===== config.mk =====
export PLATFORM = sky130hd
export DESIGN_NAME = control_unit
export DESIGN_NICKNAME = d
export VERILOG_FILES = /design/src/source/isa_pkg.sv /design/src/source/ctrl_pkg.sv /design/src/source/instr_decoder.sv /design/src/source/ctrl_sequencer.sv /design/src/source/control_unit.sv
export VERILOG_INCLUDE_DIRS = /design/src /design/src/source
export SDC_FILE = /design/constraint.sdc
export NUM_CORES = 1
export LEC_CHECK = 0
export ABC_AREA = 1
export BUFFER_PORTS_ARGS = -buffer_cell sky130_fd_sc_hd__clkbuf_2
export CAP_MARGIN = 0
export CELL_PAD_IN_SITES_DETAIL_PLACEMENT = 1
export CELL_PAD_IN_SITES_GLOBAL_PLACEMENT = 2
export CORE_ASPECT_RATIO = 1.5
export CORE_MARGIN = 3
export CORE_UTILIZATION = 20
export DETAILED_ROUTE_END_ITERATION = 16
export PLACE_DENSITY = 0.82
export SETUP_SLACK_MARGIN = 0.02
export SYNTH_ARGS = -nofsm -noshare
export SYNTH_HDL_FRONTEND = slang
export SYNTH_SLANG_ARGS = --single-unit

===== constraint.sdc =====
create_clock -name clk -period 2.5 [get_ports clk]
set_input_delay 0.75 -clock clk [delete_from_list [all_inputs] [get_ports clk]]
set_output_delay 0.75 -clock clk [all_outputs]
set_load 0.01 [all_outputs]

===== src/source/cu_config.svh =====
`ifndef CU_CONFIG_SVH
`define CU_CONFIG_SVH

// Instruction byte layout: opcode | ra/func | rb
`define CU_OPCODE_W 4   // Major opcode, upper nibble
`define CU_REG_W 2      // Register number or function select

// Control word field widths
`define CU_ALU_OP_W 4   // ALU operation code
`define CU_PC_SRC_W 3   // Fetch unit PC mux select
`define CU_WB_SEL_W 3   // Write-back mux select

`endif


===== src/source/isa_pkg.sv =====
`include "cu_config.svh"

package isa_pkg;

    // Major opcodes, instruction[7:4]
    typedef enum logic [`CU_OPCODE_W-1:0] {
        OP_NOP         = 4'd0,
        OP_MOV         = 4'd1,
        OP_ADD         = 4'd2,
        OP_SUB         = 4'd3,
        OP_AND         = 4'd4,
        OP_OR          = 4'd5,
        OP_ROT_CARRY   = 4'd6,   // RLC, RRC, SETC, CLRC
        OP_STACK_IO    = 4'd7,   // PUSH, POP, OUT, IN
        OP_UNARY       = 4'd8,   // NOT, NEG, INC, DEC
        OP_COND_BRANCH = 4'd9,   // JZ, JN, JC, JV
        OP_LOOP        = 4'd10,
        OP_JUMP        = 4'd11,  // JMP, CALL, RET, RTI
        OP_LOAD_STORE  = 4'd12,  // LDM, LDD, STD
        OP_LDI         = 4'd13,
        OP_STI         = 4'd14   // Code 15 spare
    } opcode_e;

    // Function selects in the middle field
    localparam logic [`CU_REG_W-1:0] FN_RLC  = 2'd0;
    localparam logic [`CU_REG_W-1:0] FN_RRC  = 2'd1;
    localparam logic [`CU_REG_W-1:0] FN_SETC = 2'd2;
    localparam logic [`CU_REG_W-1:0] FN_CLRC = 2'd3;
    localparam logic [`CU_REG_W-1:0] FN_PUSH = 2'd0;
    localparam logic [`CU_REG_W-1:0] FN_POP  = 2'd1;
    localparam logic [`CU_REG_W-1:0] FN_OUT  = 2'd2;
    localparam logic [`CU_REG_W-1:0] FN_IN   = 2'd3;
    localparam logic [`CU_REG_W-1:0] FN_JZ   = 2'd0;
    localparam logic [`CU_REG_W-1:0] FN_JN   = 2'd1;
    localparam logic [`CU_REG_W-1:0] FN_JC   = 2'd2;
    localparam logic [`CU_REG_W-1:0] FN_JV   = 2'd3;
    localparam logic [`CU_REG_W-1:0] FN_JMP  = 2'd0;
    localparam logic [`CU_REG_W-1:0] FN_CALL = 2'd1;
    localparam logic [`CU_REG_W-1:0] FN_RET  = 2'd2;
    localparam logic [`CU_REG_W-1:0] FN_RTI  = 2'd3;
    localparam logic [`CU_REG_W-1:0] FN_LDM  = 2'd0;
    localparam logic [`CU_REG_W-1:0] FN_LDD  = 2'd1;
    localparam logic [`CU_REG_W-1:0] FN_STD  = 2'd2;

    // ALU operation codes, RRC on its own code
    typedef enum logic [`CU_ALU_OP_W-1:0] {
        ALU_NONE   = 4'd0,
        ALU_PASS_B = 4'd1,   // MOV
        ALU_ADD    = 4'd2,
        ALU_SUB    = 4'd3,
        ALU_AND    = 4'd4,
        ALU_OR     = 4'd5,
        ALU_RLC    = 4'd6,
        ALU_RRC    = 4'd7,
        ALU_UNARY  = 4'd8    // Sub-op picked by ALU from func
    } alu_op_e;

    typedef struct packed {
        opcode_e                opcode;
        logic [`CU_REG_W-1:0]   ra;
        logic [`CU_REG_W-1:0]   rb;
    } a_fmt_t;

    typedef struct packed {
        opcode_e                opcode;
        logic [`CU_REG_W-1:0]   func;   // Sub-operation select
        logic [`CU_REG_W-1:0]   rb;
    } b_fmt_t;

    // Same byte, middle field as register or as function
    typedef union packed {
        a_fmt_t a;
        b_fmt_t b;
    } instr_u;

endpackage


===== src/source/ctrl_pkg.sv =====
`include "cu_config.svh"

package ctrl_pkg;

    typedef enum logic [`CU_PC_SRC_W-1:0] {
        PC_INC   = 3'd0,
        PC_INC2  = 3'd1,
        PC_REG   = 3'd2,   // Branch target from rb
        PC_STACK = 3'd3,   // Return address
        PC_VEC0  = 3'd4,   // Reset vector M[0]
        PC_VEC1  = 3'd5    // Interrupt vector M[1]
    } pc_src_e;

    typedef enum logic [1:0] {
        MEM_PC  = 2'd0,
        MEM_RA  = 2'd1,
        MEM_SP  = 2'd2,
        MEM_IMM = 2'd3
    } mem_src_e;

    typedef enum logic [`CU_WB_SEL_W-1:0] {
        WB_MEM     = 3'd0,
        WB_PC      = 3'd1,
        WB_IMM     = 3'd2,
        WB_ALU     = 3'd3,
        WB_IN_PORT = 3'd4
    } wb_sel_e;

    typedef enum logic [1:0] {
        PUSH_RB      = 2'd0,
        PUSH_PC_NEXT = 2'd1,
        PUSH_PC      = 2'd2
    } push_sel_e;

    typedef enum logic {
        POP_RB = 1'b0,
        POP_PC = 1'b1
    } pop_sel_e;

    typedef struct packed {
        logic z;
        logic n;
        logic c;
        logic v;
    } flags_t;

    typedef struct packed {
        isa_pkg::alu_op_e alu_op;
        logic             dec_ra;   // LOOP counter decrement
    } alu_ctrl_t;

    typedef struct packed {
        logic                 reg_write;
        logic [`CU_REG_W-1:0] reg_dst;
        wb_sel_e              wb_sel;
    } reg_ctrl_t;

    typedef struct packed {
        logic      mem_read;
        logic      mem_write;
        mem_src_e  mem_src;
        logic      stack_push;
        logic      stack_pop;
        push_sel_e push_sel;
        pop_sel_e  pop_sel;
    } mem_ctrl_t;

    typedef struct packed {
        logic    pc_write;
        pc_src_e pc_src;
        logic    ir_write;
        logic    imm_write;
        logic    flush;     // Kill fetched instruction
    } pc_ctrl_t;

    typedef struct packed {
        logic setc;
        logic clrc;
        logic save_flags;
        logic restore_flags;
        logic interrupt_save;
    } flag_ctrl_t;

    typedef struct packed {
        logic port_out_write;
        logic port_in_read;
    } io_ctrl_t;

    // 34 bits, ALU group in the top bits
    typedef struct packed {
        alu_ctrl_t  alu;
        reg_ctrl_t  regs;
        mem_ctrl_t  mem;
        pc_ctrl_t   pc;
        flag_ctrl_t flag;
        io_ctrl_t   io;
    } ctrl_word_t;

    typedef enum logic [1:0] {
        IDLE        = 2'd0,   // Normal decode
        FETCH2      = 2'd1,   // Second byte of LDM/LDD/STD
        INT_HANDLE  = 2'd2,
        LOOP_DECIDE = 2'd3
    } seq_state_e;

endpackage


===== src/source/instr_decoder.sv =====
`timescale 1ns/1ps
`include "cu_config.svh"

module instr_decoder (
    input  isa_pkg::instr_u     instruction,
    input  ctrl_pkg::flags_t    flags,
    output ctrl_pkg::ctrl_word_t decoded,
    output logic                two_byte_req,
    output logic                loop_req
);

    isa_pkg::opcode_e       opcode;
    logic [`CU_REG_W-1:0]   ra;
    logic [`CU_REG_W-1:0]   rb;
    logic [`CU_REG_W-1:0]   func;
    logic                   taken;

    assign opcode = instruction.a.opcode;
    assign ra     = instruction.a.ra;     // A-format view
    assign rb     = instruction.a.rb;
    assign func   = instruction.b.func;   // B-format view of same bits

    // Branch condition picked by func
    always_comb begin
        case (func)
            isa_pkg::FN_JZ: taken = flags.z;
            isa_pkg::FN_JN: taken = flags.n;
            isa_pkg::FN_JC: taken = flags.c;
            default:        taken = flags.v;   // JV
        endcase
    end

    always_comb begin
        decoded      = '0;
        two_byte_req = 1'b0;
        loop_req     = 1'b0;
        decoded.mem.mem_read = 1'b1;              // Fetch next byte
        decoded.pc.pc_write  = 1'b1;
        decoded.pc.pc_src    = ctrl_pkg::PC_INC;
        decoded.pc.ir_write  = 1'b1;
        case (opcode)
            isa_pkg::OP_MOV, isa_pkg::OP_ADD, isa_pkg::OP_SUB,
            isa_pkg::OP_AND, isa_pkg::OP_OR: begin
                decoded.regs.reg_write = 1'b1;
                decoded.regs.reg_dst   = ra;      // ra op rb into ra
                decoded.regs.wb_sel    = ctrl_pkg::WB_ALU;
                case (opcode)
                    isa_pkg::OP_MOV: decoded.alu.alu_op = isa_pkg::ALU_PASS_B;
                    isa_pkg::OP_ADD: decoded.alu.alu_op = isa_pkg::ALU_ADD;
                    isa_pkg::OP_SUB: decoded.alu.alu_op = isa_pkg::ALU_SUB;
                    isa_pkg::OP_AND: decoded.alu.alu_op = isa_pkg::ALU_AND;
                    default:         decoded.alu.alu_op = isa_pkg::ALU_OR;
                endcase
            end
            isa_pkg::OP_ROT_CARRY: begin
                case (func)
                    isa_pkg::FN_RLC, isa_pkg::FN_RRC: begin
                        decoded.alu.alu_op = (func == isa_pkg::FN_RLC) ?
                                             isa_pkg::ALU_RLC : isa_pkg::ALU_RRC;
                        decoded.regs.reg_write = 1'b1;
                        decoded.regs.reg_dst   = rb;  // Rotate in place
                        decoded.regs.wb_sel    = ctrl_pkg::WB_ALU;
                    end
                    isa_pkg::FN_SETC: decoded.flag.setc = 1'b1;
                    default:          decoded.flag.clrc = 1'b1;   // CLRC
                endcase
            end
            isa_pkg::OP_STACK_IO: begin
                case (func)
                    isa_pkg::FN_PUSH: begin
                        decoded.mem.stack_push = 1'b1;
                        decoded.mem.mem_write  = 1'b1;
                        decoded.mem.mem_src    = ctrl_pkg::MEM_SP;
                        decoded.mem.push_sel   = ctrl_pkg::PUSH_RB;
                    end
                    isa_pkg::FN_POP: begin
                        decoded.mem.stack_pop  = 1'b1;
                        decoded.mem.mem_src    = ctrl_pkg::MEM_SP;
                        decoded.mem.pop_sel    = ctrl_pkg::POP_RB;
                        decoded.regs.reg_write = 1'b1;
                        decoded.regs.reg_dst   = rb;
                        decoded.regs.wb_sel    = ctrl_pkg::WB_MEM;
                    end
                    isa_pkg::FN_OUT: decoded.io.port_out_write = 1'b1;   // Port takes rb
                    default: begin                                      // IN
                        decoded.io.port_in_read = 1'b1;
                        decoded.regs.reg_write  = 1'b1;
                        decoded.regs.reg_dst    = rb;
                        decoded.regs.wb_sel     = ctrl_pkg::WB_IN_PORT;
                    end
                endcase
            end
            isa_pkg::OP_UNARY: begin
                decoded.alu.alu_op     = isa_pkg::ALU_UNARY;
                decoded.regs.reg_write = 1'b1;
                decoded.regs.reg_dst   = rb;
                decoded.regs.wb_sel    = ctrl_pkg::WB_ALU;
            end
            isa_pkg::OP_COND_BRANCH: begin
                if (taken) begin
                    decoded.pc.pc_src = ctrl_pkg::PC_REG;
                    decoded.pc.flush  = 1'b1;
                end
            end
            isa_pkg::OP_LOOP: begin
                decoded.alu.alu_op     = isa_pkg::ALU_UNARY;
                decoded.alu.dec_ra     = 1'b1;   // ra - 1
                decoded.regs.reg_write = 1'b1;
                decoded.regs.reg_dst   = ra;
                decoded.regs.wb_sel    = ctrl_pkg::WB_ALU;
                loop_req               = 1'b1;   // Branch decided next cycle
            end
            isa_pkg::OP_JUMP: begin
                decoded.pc.flush = 1'b1;         // All four redirect
                case (func)
                    isa_pkg::FN_JMP: decoded.pc.pc_src = ctrl_pkg::PC_REG;
                    isa_pkg::FN_CALL: begin
                        decoded.pc.pc_src      = ctrl_pkg::PC_REG;
                        decoded.mem.stack_push = 1'b1;
                        decoded.mem.mem_write  = 1'b1;
                        decoded.mem.mem_src    = ctrl_pkg::MEM_SP;
                        decoded.mem.push_sel   = ctrl_pkg::PUSH_PC_NEXT;   // Return addr
                    end
                    default: begin                                        // RET, RTI
                        decoded.pc.pc_src      = ctrl_pkg::PC_STACK;
                        decoded.mem.stack_pop  = 1'b1;
                        decoded.mem.mem_src    = ctrl_pkg::MEM_SP;
                        decoded.mem.pop_sel    = ctrl_pkg::POP_PC;
                        decoded.flag.restore_flags = (func == isa_pkg::FN_RTI);
                    end
                endcase
            end
            isa_pkg::OP_LOAD_STORE: begin
                if (func != 2'd3) begin          // Spare func acts as NOP
                    decoded.pc.ir_write  = 1'b0;
                    decoded.pc.imm_write = 1'b1; // Next byte is the immediate
                    two_byte_req         = 1'b1;
                end
                case (func)
                    isa_pkg::FN_LDM: begin
                        decoded.regs.reg_write = 1'b1;
                        decoded.regs.reg_dst   = rb;
                        decoded.regs.wb_sel    = ctrl_pkg::WB_IMM;
                    end
                    isa_pkg::FN_LDD: begin
                        decoded.mem.mem_src    = ctrl_pkg::MEM_IMM;
                        decoded.regs.reg_write = 1'b1;
                        decoded.regs.reg_dst   = rb;
                        decoded.regs.wb_sel    = ctrl_pkg::WB_MEM;
                    end
                    isa_pkg::FN_STD: begin
                        decoded.mem.mem_src   = ctrl_pkg::MEM_IMM;
                        decoded.mem.mem_write = 1'b1;
                    end
                    default: ;
                endcase
            end
            isa_pkg::OP_LDI: begin
                decoded.mem.mem_src    = ctrl_pkg::MEM_RA;   // Address in ra
                decoded.regs.reg_write = 1'b1;
                decoded.regs.reg_dst   = rb;
                decoded.regs.wb_sel    = ctrl_pkg::WB_MEM;
            end
            isa_pkg::OP_STI: begin
                decoded.mem.mem_src   = ctrl_pkg::MEM_RA;
                decoded.mem.mem_write = 1'b1;                // M[ra] <- rb
            end
            default: ;   // NOP and spare opcode 15
        endcase
    end

endmodule


===== src/source/ctrl_sequencer.sv =====
`timescale 1ns/1ps

module ctrl_sequencer (
    input  logic                 clk,
    input  logic                 rst,
    input  ctrl_pkg::ctrl_word_t decoded,
    input  logic                 two_byte_req,
    input  logic                 loop_req,
    input  logic                 interrupt,
    input  logic                 z_flag,
    output ctrl_pkg::ctrl_word_t ctrl
);

    ctrl_pkg::seq_state_e state;
    ctrl_pkg::seq_state_e state_next;

    always_ff @(posedge clk) begin
        if (rst) begin
            state <= ctrl_pkg::IDLE;
        end else begin
            state <= state_next;
        end
    end

    // Interrupt wins over two-byte and loop requests
    always_comb begin
        case (state)
            ctrl_pkg::IDLE: begin
                if (interrupt) begin
                    state_next = ctrl_pkg::INT_HANDLE;
                end else if (two_byte_req) begin
                    state_next = ctrl_pkg::FETCH2;
                end else if (loop_req) begin
                    state_next = ctrl_pkg::LOOP_DECIDE;
                end else begin
                    state_next = ctrl_pkg::IDLE;
                end
            end
            ctrl_pkg::FETCH2, ctrl_pkg::LOOP_DECIDE: begin
                state_next = interrupt ? ctrl_pkg::INT_HANDLE : ctrl_pkg::IDLE;
            end
            default: state_next = ctrl_pkg::IDLE;   // INT_HANDLE is one cycle
        endcase
    end

    always_comb begin
        ctrl = '0;
        if (!rst) begin
            case (state)
                ctrl_pkg::IDLE: ctrl = decoded;
                ctrl_pkg::FETCH2: begin
                    ctrl.mem.mem_read = 1'b1;              // Immediate byte at PC
                    ctrl.mem.mem_src  = ctrl_pkg::MEM_PC;
                    ctrl.pc.ir_write  = 1'b1;
                    ctrl.pc.pc_write  = 1'b1;
                    ctrl.pc.pc_src    = ctrl_pkg::PC_INC;
                end
                ctrl_pkg::LOOP_DECIDE: begin
                    ctrl.mem.mem_read = 1'b1;
                    ctrl.mem.mem_src  = ctrl_pkg::MEM_PC;
                    ctrl.pc.ir_write  = 1'b1;
                    ctrl.pc.pc_write  = 1'b1;
                    if (!z_flag) begin                     // Counter not yet zero
                        ctrl.pc.pc_src = ctrl_pkg::PC_REG;
                        ctrl.pc.flush  = 1'b1;
                    end else begin
                        ctrl.pc.pc_src = ctrl_pkg::PC_INC;   // Fall out of loop
                    end
                end
                default: begin                             // INT_HANDLE
                    ctrl.flag.interrupt_save = 1'b1;
                    ctrl.flag.save_flags     = 1'b1;
                    ctrl.mem.stack_push      = 1'b1;
                    ctrl.mem.push_sel        = ctrl_pkg::PUSH_PC_NEXT;
                    ctrl.mem.mem_write       = 1'b1;
                    ctrl.mem.mem_read        = 1'b1;       // Vector read at M[1]
                    ctrl.mem.mem_src         = ctrl_pkg::MEM_SP;
                    ctrl.pc.pc_write         = 1'b1;
                    ctrl.pc.pc_src           = ctrl_pkg::PC_VEC1;
                    ctrl.pc.flush            = 1'b1;       // Refetched after RTI
                end
            endcase
        end
    end

endmodule


===== src/source/control_unit.sv =====
`timescale 1ns/1ps

module control_unit (
    input  logic                 clk,
    input  logic                 rst,
    input  isa_pkg::instr_u      instruction,
    input  ctrl_pkg::flags_t     flags,
    input  logic                 interrupt,
    output ctrl_pkg::ctrl_word_t ctrl
);

    ctrl_pkg::ctrl_word_t decoded;    // IDLE-state word
    logic                 two_byte_req;
    logic                 loop_req;

    instr_decoder u_decoder (
        .instruction  (instruction),
        .flags        (flags),
        .decoded      (decoded),
        .two_byte_req (two_byte_req),
        .loop_req     (loop_req)
    );

    // Overrides decoded word in extra cycles
    ctrl_sequencer u_sequencer (
        .clk          (clk),
        .rst          (rst),
        .decoded      (decoded),
        .two_byte_req (two_byte_req),
        .loop_req     (loop_req),
        .interrupt    (interrupt),
        .z_flag       (flags.z),
        .ctrl         (ctrl)
    );

endmodule


### After elaboration in Yosys (flattened, before gate mapping)

Index checks and enable logic that the tools add are counted.

* register bits after elaboration: 2

* equality and inequality tests: 20
* mux-type cells: 58
* reductions and logical operators: 12

Operators by type and width (count)
* case mux 6 bit (6 select lines): 1
* 2-to-1 mux 34 bit: 1
* 2-to-1 mux 2 bit: 15
* equality test 4 bit, second input constant: 7
* case mux 6 bit (2 select lines): 2
* 2-to-1 mux 1 bit: 20
* equality test 4 x 3 -> 1 bit, second input constant: 4
* case mux 2 bit (2 select lines): 3
* case mux 3 bit (4 select lines): 1
* case mux 4 bit (3 select lines): 1
* OR reduction 2 bit: 6
* 2-to-1 mux 11 bit: 1
* case mux 5 bit (2 select lines): 1
* case mux 3 bit (3 select lines): 1
* equality test 4 x 2 -> 1 bit, second input constant: 2
* case mux 1 bit (2 select lines): 4
* case mux 2 bit (4 select lines): 1
* equality test 2 bit, second input constant: 3
* 2-to-1 mux 6 bit: 1
* case mux 1 bit (3 select lines): 2
* case mux 3 bit (2 select lines): 1
* OR reduction 3 bit: 2
* OR reduction 6 bit: 1
* OR reduction 5 bit: 1
* 6 further kinds: 8

### Depth between registers and ports, before layout

Gate-level depths: netlist of run 1.

* depth after elaboration: 6
* gate-level depth with buffers: 10
* depth with buffers taken out: 10

### By module

From an unflattened synthesis of run 1, not the netlist that was laid out.

* cell total of the unflattened synthesis: 203
* area total of the unflattened synthesis: 1027.2 um^2

Modules (own cells, without submodules)
* instr_decoder: times used 1, cells an instance 112, area an instance 561.8 um^2, sequential area each 0.0 um^2
* ctrl_sequencer: times used 1, cells an instance 91, area an instance 465.4 um^2, sequential area each 40.0 um^2

### Least setup slack after synthesis of run 1

OpenSTA, ideal clock, no wires.

* path type: input -> output
* start: input instruction[2] (netlist bit)
* end: output ctrl[28] (netlist bit)
* data arrival time: 1.677 ns
* required time: 1.750 ns
* setup slack: 0.073 ns
* stages: 9
* cell sequence: inv_1 ha_1 nor2_1 inv_1 nand2_4 and2_4 nand2_1 nand2_1 inv_1

RTL lines
* from (decl): line control_unit.sv:6 `input isa_pkg::instr_u instruction,`
* to (decl): line control_unit.sv:9 `output ctrl_pkg::ctrl_word_t ctrl`

==> qor.json, run 1 <==
{
  "initial_utilization_pct": 21.5,
  "antenna_left": 0,
  "ctsHtreeMaxLevel": 1,
  "global_route.peak_usage_layer": "met2",
  "grt_max_degree": 11,
  "cell_area_after_synthesis_um2": 880,
  "finalSetupViolations": 7,
  "drv.max_cap_violation_count": 0,
  "failed_checks": "negative setup slack",
  "drv_slew": 0,
  "static-leakage-power_nw": 1.08,
  "synthesis.yosys.warnings": 0,
  "synthToLayoutAreaGrowth_pct": 127,
  "pre_cts_slack_ps": -187,
  "gpl.final_weighted_congestion": 0.776,
  "cts_tree": "built",
  "status": "finished with violations",
  "synth.area.top_cells": "nand2_1 (20%), inv_1 (9.4%), nor2_1 (9.4%)",
  "final_min_period_over_clock_period_pct": 103,
  "clockBufferDepth": 2,
  "largest_register_ff_count": 2,
  "num_rows": 28,
  "worst_skew_pair.late_latency_ps": 210,
  "cts.clk_slew.worst_paths_ps": 30,
  "place.port_buffers": 47,
  "num-fill-cells": 541,
  "synth-edff-count": 0,
  "number_of_antenna_violations_at_the_first_check_in_global_routing": 0,
  "yosys-top-cells-count": "nand2_1 (48), inv_1 (22), nor2_1 (22)",
  "synth_cell_types": 25,
  "drc": 0,
  "cts_hold_buf": 0,
  "reg_top3": "u_sequencer.state x2",
  "grt_first_pass_wirelength_um": 7100,
  "floorplan.core_area_um2": 4100,
  "die-width_um": 60.1,
  "ys_dominant_reg_cell": "dfxtp_1",
  "postSynthCellCount": 169,
  "via_count": 1471,
  "fin_worst_setup_slack_ps": -73.6,
  "final_period_minus_worst_setup_slack_ps": 2570,
  "dp.final_hpwl_um": 3330,
  "final_net_count": 288,
  "crit_type": "input pin to output port",
  "vias_per_cell": 4.75,
  "crit_path_start_kind": "input pin",
  "route.detailed.wl_per_inst_um": 15.7,
  "timing.final.hold_violations": 0,
  "design.portCount": 49,
  "synth-seq-area-share_pct": 4.55,
  "met2_usage_pct": 33.8,
  "powerDensity_nw_per_um2": 231,
  "number_of_global_route_vias_before_repair": 1522,
  "vdd_drop_max_mv": 0.372,
  "timing.fmax_mhz": 389,
  "yosysTopAreaCell": "nand2_1",
  "grt.met1_usage_pct": 19.3,
  "synth_seq_cells": 2,
  "die-area_um2": 5250,
  "num_cts_buffers": 3,
  "grt_use_met3_pct": 1.34,
  "detail_route.iter0.violations": 41,
  "cts.root.buffer_cell": "clkbuf_8",
  "worstPathArrival_ps": 1820,
  "cp_max_fo": 4,
  "postSynthNetCount": 190,
  "setup.worst_path.end_class": "output port",
  "fp.dieH_um": 87.2,
  "async_sr_flop_fraction_pct": 0,
  "worst_ep_required_time_ps": 1750,
  "overflow": 0,
  "largest-register": "u_sequencer.state",
  "wl_um": 4870,
  "synth.top_cell.area_share_pct": 20.5,
  "synth_area_per_cell_um2": 5.20,
  "share_of_layout_cells_above_drive_strength_1_pct": 66.0,
  "grt.total_usage_pct": 17.4,
  "n_antenna_cell": 0,
  "clock_skew_ps": 1.35,
  "most_common_cell_in_the_netlist": "nand2_1",
  "detail_route.first_pass.iterations": 4,
  "cts_sinks": 2,
  "grt_setup_unrepaired": "true",
  "worstHoldPathType": "flop to flop",
  "total_power_mw": 0.461
}
-- cell usage in the layout (no fill, tap or decap), drive strengths merged, types with 2 or more instances in the layout --
cell type,instances
inv,26
nor2,25
clkbuf,31
o21ai,10
nand3,13
nand2,53
nor3,10
buf,69
a21oi,8
clkinv,2
a31oi,3
o211ai,2
ha,6
dfxtp,2
-- routing by layer --
layer,share of wire [%],wire (µm)
met1,37,1820
met2,58,2800
met4,2.1,104
met3,2.8,138
met5,0,0
-- report_power, final --
part | switching (mW) | internal [mW] | leakage, nW | total (mW)
clock network | 0.0231 | 0.102 | 0.0216 | 0.125
logic | 0.164 | 0.137 | 1.04 | 0.301
registers | 0.00180 | 0.0336 | 0.0164 | 0.0353
total | 0.189 | 0.272 | 1.08 | 0.461
-- stage by stage --
step | cells | hold slack, ps | cell area (µm²) | TNS, ps | util (%)
2_1_floorplan | 169 | 572 | 880 | 0 | -
3_3_place_gp | 298 | 647 | 1450 | -1720 | 35.3
3_5_place_dp | 298 | 654 | 1450 | -2010 | 35.3
4_1_cts | 307 | 655 | 1790 | -106 | 43.6
5_1_grt | 310 | 727 | 2000 | -1330 | 48.7
6_report | 310 | 658 | 2000 | -270 | 48.7
-- worst max-delay path, stage by stage --
cell and delay [ps]:
clkbuf_16 130, buf_6 130, ha_4 180, buf_6 130, a21oi_2 130, nand2_1 70
nand2_1 70, a31oi_1 80, buf_2 150
-- kinds of logic (layout without fill, tap and decap cells) --
group           after synthesis  in the layout  synth area share (%)
simple gates                105            105                  56.0
buf+inv                      32            128                  15.9
compound gates               23             23                  14.5
fa+ha+maj                     6              6                  8.53
flops                         2              2                  4.55
other cells                   1              1                 0.426
-- layout make-up --
class | count | area (µm²) | share of cell area (%)
flip-flops and latches | 2 | 40.0 | 2.00
multi-input cells | 135 | 975 | 48.8
repair buffers | 97 | 726 | 36.3
clock buffers | 3 | 41.3 | 2.07
inverters | 28 | 160 | 8.02
well taps | 45 | 56.3 | 2.82
-- path summary, 6_finish.rpt --
| path | startpoint | slack, ps | endpoint | cells after the start |
|---|---|---|---|---|
| max | instruction[3] | -70 | ctrl[7] | 9 |
| min reg2reg | u_sequencer.state[0] | 660 | u_sequencer.state[1] | 3 |
| min | u_sequencer.state[0] | 660 | u_sequencer.state[1] | 3 |
| max reg2reg | u_sequencer.state[0] | 1230 | u_sequencer.state[0] | 7 |
-- repair_timing --
action / in CTS / in global routing
hold endpoints to repair: 0 / 0
gates resized for setup: 67 / 78
endpoints found under the setup margin: 23 / 25
gates cloned: 0 / 0
setup buffers: 6 / 4
pin swaps: 15 / 18
Note: power is estimated with default switching activity, not from simulation.
==> run 2, diff against run 1 <==
--- a/config.mk
+++ b/config.mk
@@ -14,6 +14,7 @@
 export CORE_ASPECT_RATIO = 1.5
 export CORE_MARGIN = 3
 export CORE_UTILIZATION = 20
+export CTS_BUF_LIST = sky130_fd_sc_hd__clkbuf_16
 export DETAILED_ROUTE_END_ITERATION = 16
 export PLACE_DENSITY = 0.82
 export SETUP_SLACK_MARGIN = 0.02
==> qor.json, run 2 (synthesis gave the netlist of run 1 again) <==
{
  "critical-path-top-cell-by-count": "nand2_2",
  "cts_sinks": 2,
  "cts_tree": "built",
  "critPathBufInv": 4,
  "die-area_um2": 5250,
  "grt_max_degree": 11,
  "drv_slew": 0,
  "num-fill-cells": 541,
  "drv.max_cap_violation_count": 0,
  "cts_hold_buf": 0,
  "power.share.clock_pct": 42.3,
  "fp.dieH_um": 87.2,
  "layout.core_utilization_pct": 49.5,
  "timing.final.hold_violations": 0,
  "timing.reg2reg.worst_path_depth": 7,
  "initial_utilization_pct": 21.5,
  "status": "finished with violations",
  "gpl.final_weighted_congestion": 0.776,
  "detail_route.first_pass.iterations": 2,
  "min_delay_path_depth": 3,
  "cts.root.buffer_cell": "clkbuf_16",
  "pre_cts_slack_ps": -187,
  "powerDensity_nw_per_um2": 286,
  "path_cells": "clkbuf_16 -> buf_8 -> ha_4 -> buf_6 -> a21oi_2 -> nand2_2 -> nand2_2 -> a31oi_2 -> buf_2",
  "drc": 0,
  "worstHoldPathType": "flop to flop",
  "timing.fmax_mhz": 390,
  "num_cts_buffers": 3,
  "ff2ff_setup_slack_ps": 1120,
  "reg_top3": "u_sequencer.state x2",
  "route.detailed.wl_per_inst_um": 16.1,
  "via_count": 1497,
  "final_cell_area_um2": 2030,
  "largest-register": "u_sequencer.state",
  "seq_power_share_pct": 6.1,
  "grt_first_pass_wirelength_um": 7480,
  "worst_skew_pair.late_latency_ps": 230,
  "internal_power_mw": 0.373,
  "antenna_left": 0,
  "static-leakage-power_nw": 1.07,
  "detail_route.iter0.violations": 24,
  "crit_path_start_kind": "input pin",
  "largest_register_ff_count": 2,
  "wl_um": 4980,
  "p_comb_share_pct": 51.6,
  "cp_max_fo": 4,
  "fin_worst_hold_slack_ps": 711,
  "number_of_global_route_vias_before_repair": 1557,
  "worstPathArrival_ps": 1820,
  "hold_path_end": "u_sequencer.state[1]",
  "final_period_minus_worst_setup_slack_ps": 2570,
  "design.portCount": 49,
  "fin_worst_setup_slack_ps": -66.8,
  "crit-reg2reg-launch": "u_sequencer.state[0]",
  "synthToLayoutAreaGrowth_pct": 131,
  "timing.critical_path.max_delay_family": "buffers and inverters",
  "layout_commonest_cell": "buf_4",
  "worst_ep_required_time_ps": 1750,
  "vdd_drop_max_mv": 0.434,
  "ctsHtreeMaxLevel": 1,
  "final_net_count": 287,
  "dp.final_hpwl_um": 3330,
  "clock_skew_ps": 4.77,
  "grt.total_usage_pct": 18.8,
  "p_switching_mw": 0.206,
  "grt_setup_unrepaired": "true",
  "crit_type": "input pin to output port",
  "floorplan.core_area_um2": 4100,
  "vias_per_cell": 4.84,
  "num_rows": 28,
  "clockBufferDepth": 2,
  "failed_checks": "negative setup slack",
  "place.port_buffers": 47,
  "cpMaxStageDelayCell": "ha_4",
  "crit-reg2reg-capture": "u_sequencer.state[0]",
  "cts.clk_slew.worst_paths_ps": 30,
  "finalSetupViolations": 7,
  "crit_path_max_incr_delay_ps": 170,
  "n_antenna_cell": 0,
  "number_of_antenna_violations_at_the_first_check_in_global_routing": 0,
  "detailed_place.area_um2": 1450,
  "setup.worst_path.end_class": "output port",
  "sw_frac_of_total_pct": 35.6,
  "hold_path.startpoint": "u_sequencer.state[0]",
  "die-width_um": 60.1,
  "layout.cells.most_common_list": "buf_4 (41), nand2_1 (28), clkbuf_2 (27)",
  "share_of_layout_cells_above_drive_strength_1_pct": 68.9,
  "overflow": 0,
  "final_min_period_over_clock_period_pct": 103
}
==> run 2: per-stage QoR <==
| step | cells | total power, mW | TNS, ps |
|---|---|---|---|
| 6_report | 309 | 0.579 | -261 |
| 5_1_grt | 309 | 0.612 | -904 |
| 4_1_cts | 307 | 0.543 | -131 |
| 3_5_place_dp | 298 | 0.243 | -2010 |
| 3_3_place_gp | 298 | 0.240 | -1720 |
| 2_1_floorplan | 169 | 0.137 | 0 |
==> run 2: worst max path at each step <==
stage                   startpoint  endpoint  slack (ps)  depth (start not counted)
floorplan           instruction[2]  ctrl[28]          70                          9
global placement    instruction[2]  ctrl[28]        -150                         11
detailed placement  instruction[2]  ctrl[28]        -190                         11
CTS                 instruction[3]   ctrl[7]         -60                         11
global route        instruction[3]  ctrl[28]        -130                         11
finish              instruction[3]   ctrl[7]         -70                          9
==> run 2: timing repair <==
item	4_1_cts	5_1_grt
resized for setup	68	78
setup buffers	6	3
setup endpoints to repair	23	26
pin swaps	15	21
hold endpoints to repair	0	0
==> run 2: power groups by stage <==
stage,Sequential [mW],Combinational (mW),Clock (mW)
floorplan,0.0353,0.102,0
global placement,0.0357,0.204,0
detailed placement,0.0357,0.207,0
CTS,0.0353,0.259,0.249
global route,0.0355,0.325,0.252
finish,0.0353,0.299,0.245
==> run 2: worst reg2reg max path: stages, from the launching register on <==
cell and delay, ps:
dfxtp_1 310, inv_1 180, nand2_2 110, nor2_4 200, inv_2 160, nor3_2 190
nor2_1 70, nor2_1 100
==> run 2: metal layers <==
metal,GRT usage [%],up-vias,wire length (µm)
met4,7.86,0,159
met5,0,-,0
met2,34.3,39,2780
met3,2.52,11,175
met1,20.9,719,1870
li1,-,728,-
==> run 2: area by class of cell <==
| type | count | area (µm²) | area share (%) |
|---|---|---|---|
| multi-input cells | 135 | 980 | 48.3 |
| flip-flops and latches | 2 | 40.0 | 1.97 |
| clock buffers | 3 | 75.1 | 3.70 |
| repair buffers | 96 | 718 | 35.4 |
| well taps | 45 | 56.3 | 2.77 |
| inverters | 28 | 160 | 7.89 |
==> run 3, diff against run 2 <==
--- a/config.mk
+++ b/config.mk
@@ -14,7 +14,7 @@
 export CORE_ASPECT_RATIO = 1.5
 export CORE_MARGIN = 3
 export CORE_UTILIZATION = 20
-export CTS_BUF_LIST = sky130_fd_sc_hd__clkbuf_16
+export CTS_BUF_LIST = sky130_fd_sc_hd__clkbuf_4
 export DETAILED_ROUTE_END_ITERATION = 16
 export PLACE_DENSITY = 0.82
 export SETUP_SLACK_MARGIN = 0.02
==> qor.json, run 3 (synthesis gave the netlist of run 1 again) <==
{
  "status": "finished with violations",
  "failed_checks": "negative setup slack",
  "number_of_global_route_vias_before_repair": 1504,
  "grt.total_usage_pct": 17.0,
  "ctsHtreeMaxLevel": 1,
  "powerDensity_nw_per_um2": 203,
  "drv_slew": 0,
  "worstPathArrival_ps": 1820,
  "num_rows": 28,
  "fp.dieH_um": 87.2,
  "die-width_um": 60.1,
  "static-leakage-power_nw": 1.07,
  "cts_tree": "built",
  "gpl.final_weighted_congestion": 0.776,
  "grt_setup_unrepaired": "true",
  "cts.clk_slew.worst_paths_ps": 30,
  "path_cells": "clkbuf_16 -> buf_6 -> ha_4 -> buf_6 -> a21oi_2 -> nand2_1 -> nand2_1 -> a31oi_1 -> buf_2",
  "cts.root.buffer_cell": "clkbuf_4",
  "largest-register": "u_sequencer.state",
  "worst_skew_pair.late_latency_ps": 210,
  "num-fill-cells": 542,
  "largest_register_ff_count": 2,
  "final_period_minus_worst_setup_slack_ps": 2570,
  "final_min_period_over_clock_period_pct": 103,
  "placed_cells_incl_taps": 298,
  "finalSetupViolations": 8,
  "place.port_buffers": 47,
  "layout_commonest_cell": "buf_4",
  "initial_utilization_pct": 21.5,
  "share_of_layout_cells_above_drive_strength_1_pct": 66.0,
  "via_count": 1467,
  "floorplan.core_area_um2": 4100,
  "final_non_filler_cells": 310,
  "fin_worst_setup_slack_ps": -70.6,
  "cp_max_fo": 4,
  "detail_route.iter0.violations": 37,
  "layout.cells.most_common_list": "buf_4 (41), nand2_1 (29), clkbuf_2 (26)",
  "route.detailed.wl_per_inst_um": 15.6,
  "n_antenna_cell": 0,
  "detail_route.first_pass.iterations": 4,
  "clock_skew_ps": 1.62,
  "vias_per_cell": 4.73,
  "cts_sinks": 2,
  "worst_ep_required_time_ps": 1750,
  "overflow": 0,
  "grt_max_degree": 11,
  "die-area_um2": 5250,
  "clockBufferDepth": 2,
  "drv.max_cap_violation_count": 0,
  "crit_path_start_kind": "input pin",
  "design.portCount": 49,
  "total_power_mw": 0.401,
  "setup.worst_path.end_class": "output port",
  "vdd_drop_max_mv": 0.224,
  "number_of_antenna_violations_at_the_first_check_in_global_routing": 0,
  "reg_top3": "u_sequencer.state x2",
  "dp.final_hpwl_um": 3330,
  "antenna_left": 0,
  "synthToLayoutAreaGrowth_pct": 125,
  "wl_um": 4830,
  "crit_type": "input pin to output port",
  "crit_path_max_incr_delay_ps": 180,
  "cpMaxStageDelayCell": "ha_4",
  "drc": 0,
  "timing.fmax_mhz": 389,
  "grt_first_pass_wirelength_um": 7000,
  "timing.final.hold_violations": 0,
  "final_net_count": 288,
  "worstHoldPathType": "flop to flop",
  "num_cts_buffers": 3
}
[run 3: changes by cell type in the layout (fill, tap and decap cells not counted), sizes merged]
cell and change:
buf +2, clkinv -1, clkbuf -1, inv +1
[run 3: area by class of cell]
class	count	area, µm²	area share (%)
clock buffer	3	22.5	1.14
multi-input combinational	135	975	49.3
tap	45	56.3	2.85
inverter	28	158	7.97
timing repair buffer	97	726	36.7
sequential	2	40.0	2.03
[run 3: worst max-delay path: cells and delay by family]
kind,cells,cell delay (ps)
AO/OA/AOI/OAI,2,210
adder cells (fa/ha/maj),1,180
buffers and inverters,4,540
AND/OR/NAND/NOR,2,140
[run 3: timing repair]
item / 4_1_cts / 5_1_grt
resized for setup: 67 / 76
setup buffers: 6 / 4
hold buffers: 0 / 0
pin swaps: 15 / 18
setup endpoints to repair: 23 / 25
[run 3: worst paths after layout]
path,end,slack [ps],from,cells past startpoint
worst max-delay path,ctrl[7],-70,instruction[3],9
worst min-delay path,u_sequencer.state[1],660,u_sequencer.state[0],3
worst max register to register,u_sequencer.state[0],1190,u_sequencer.state[0],7
worst min register to register,u_sequencer.state[1],660,u_sequencer.state[0],3
[run 3: stage by stage]
stage	instance area, µm²	setup WS, ps	setup TNS, ps	hold WS [ps]	utilization, %
finish	1980	-70.6	-267	662	48.2
global route	1980	-168	-1360	717	48.2
CTS	1770	-50.3	-106	658	43.1
detailed placement	1450	-187	-2010	654	35.3
global placement	1450	-146	-1720	647	35.3
floorplan	880	73.3	0	572	-
[run 3: power breakdown]
part	internal [mW]	leakage (nW)	total (mW)	switching, mW
combinational	0.137	1.04	0.300	0.164
clock	0.0525	0.0138	0.0659	0.0134
sequential	0.0335	0.0164	0.0353	0.00179
total	0.223	1.07	0.401	0.179
[run 3: per-layer routing]
layer	track usage, %	up-vias	wire length [µm]
li1	-	733	-
met1	19.3	694	1820
met2	33.4	34	2760
met3	0.890	6	144
met4	3.02	0	104
met5	0	-	0
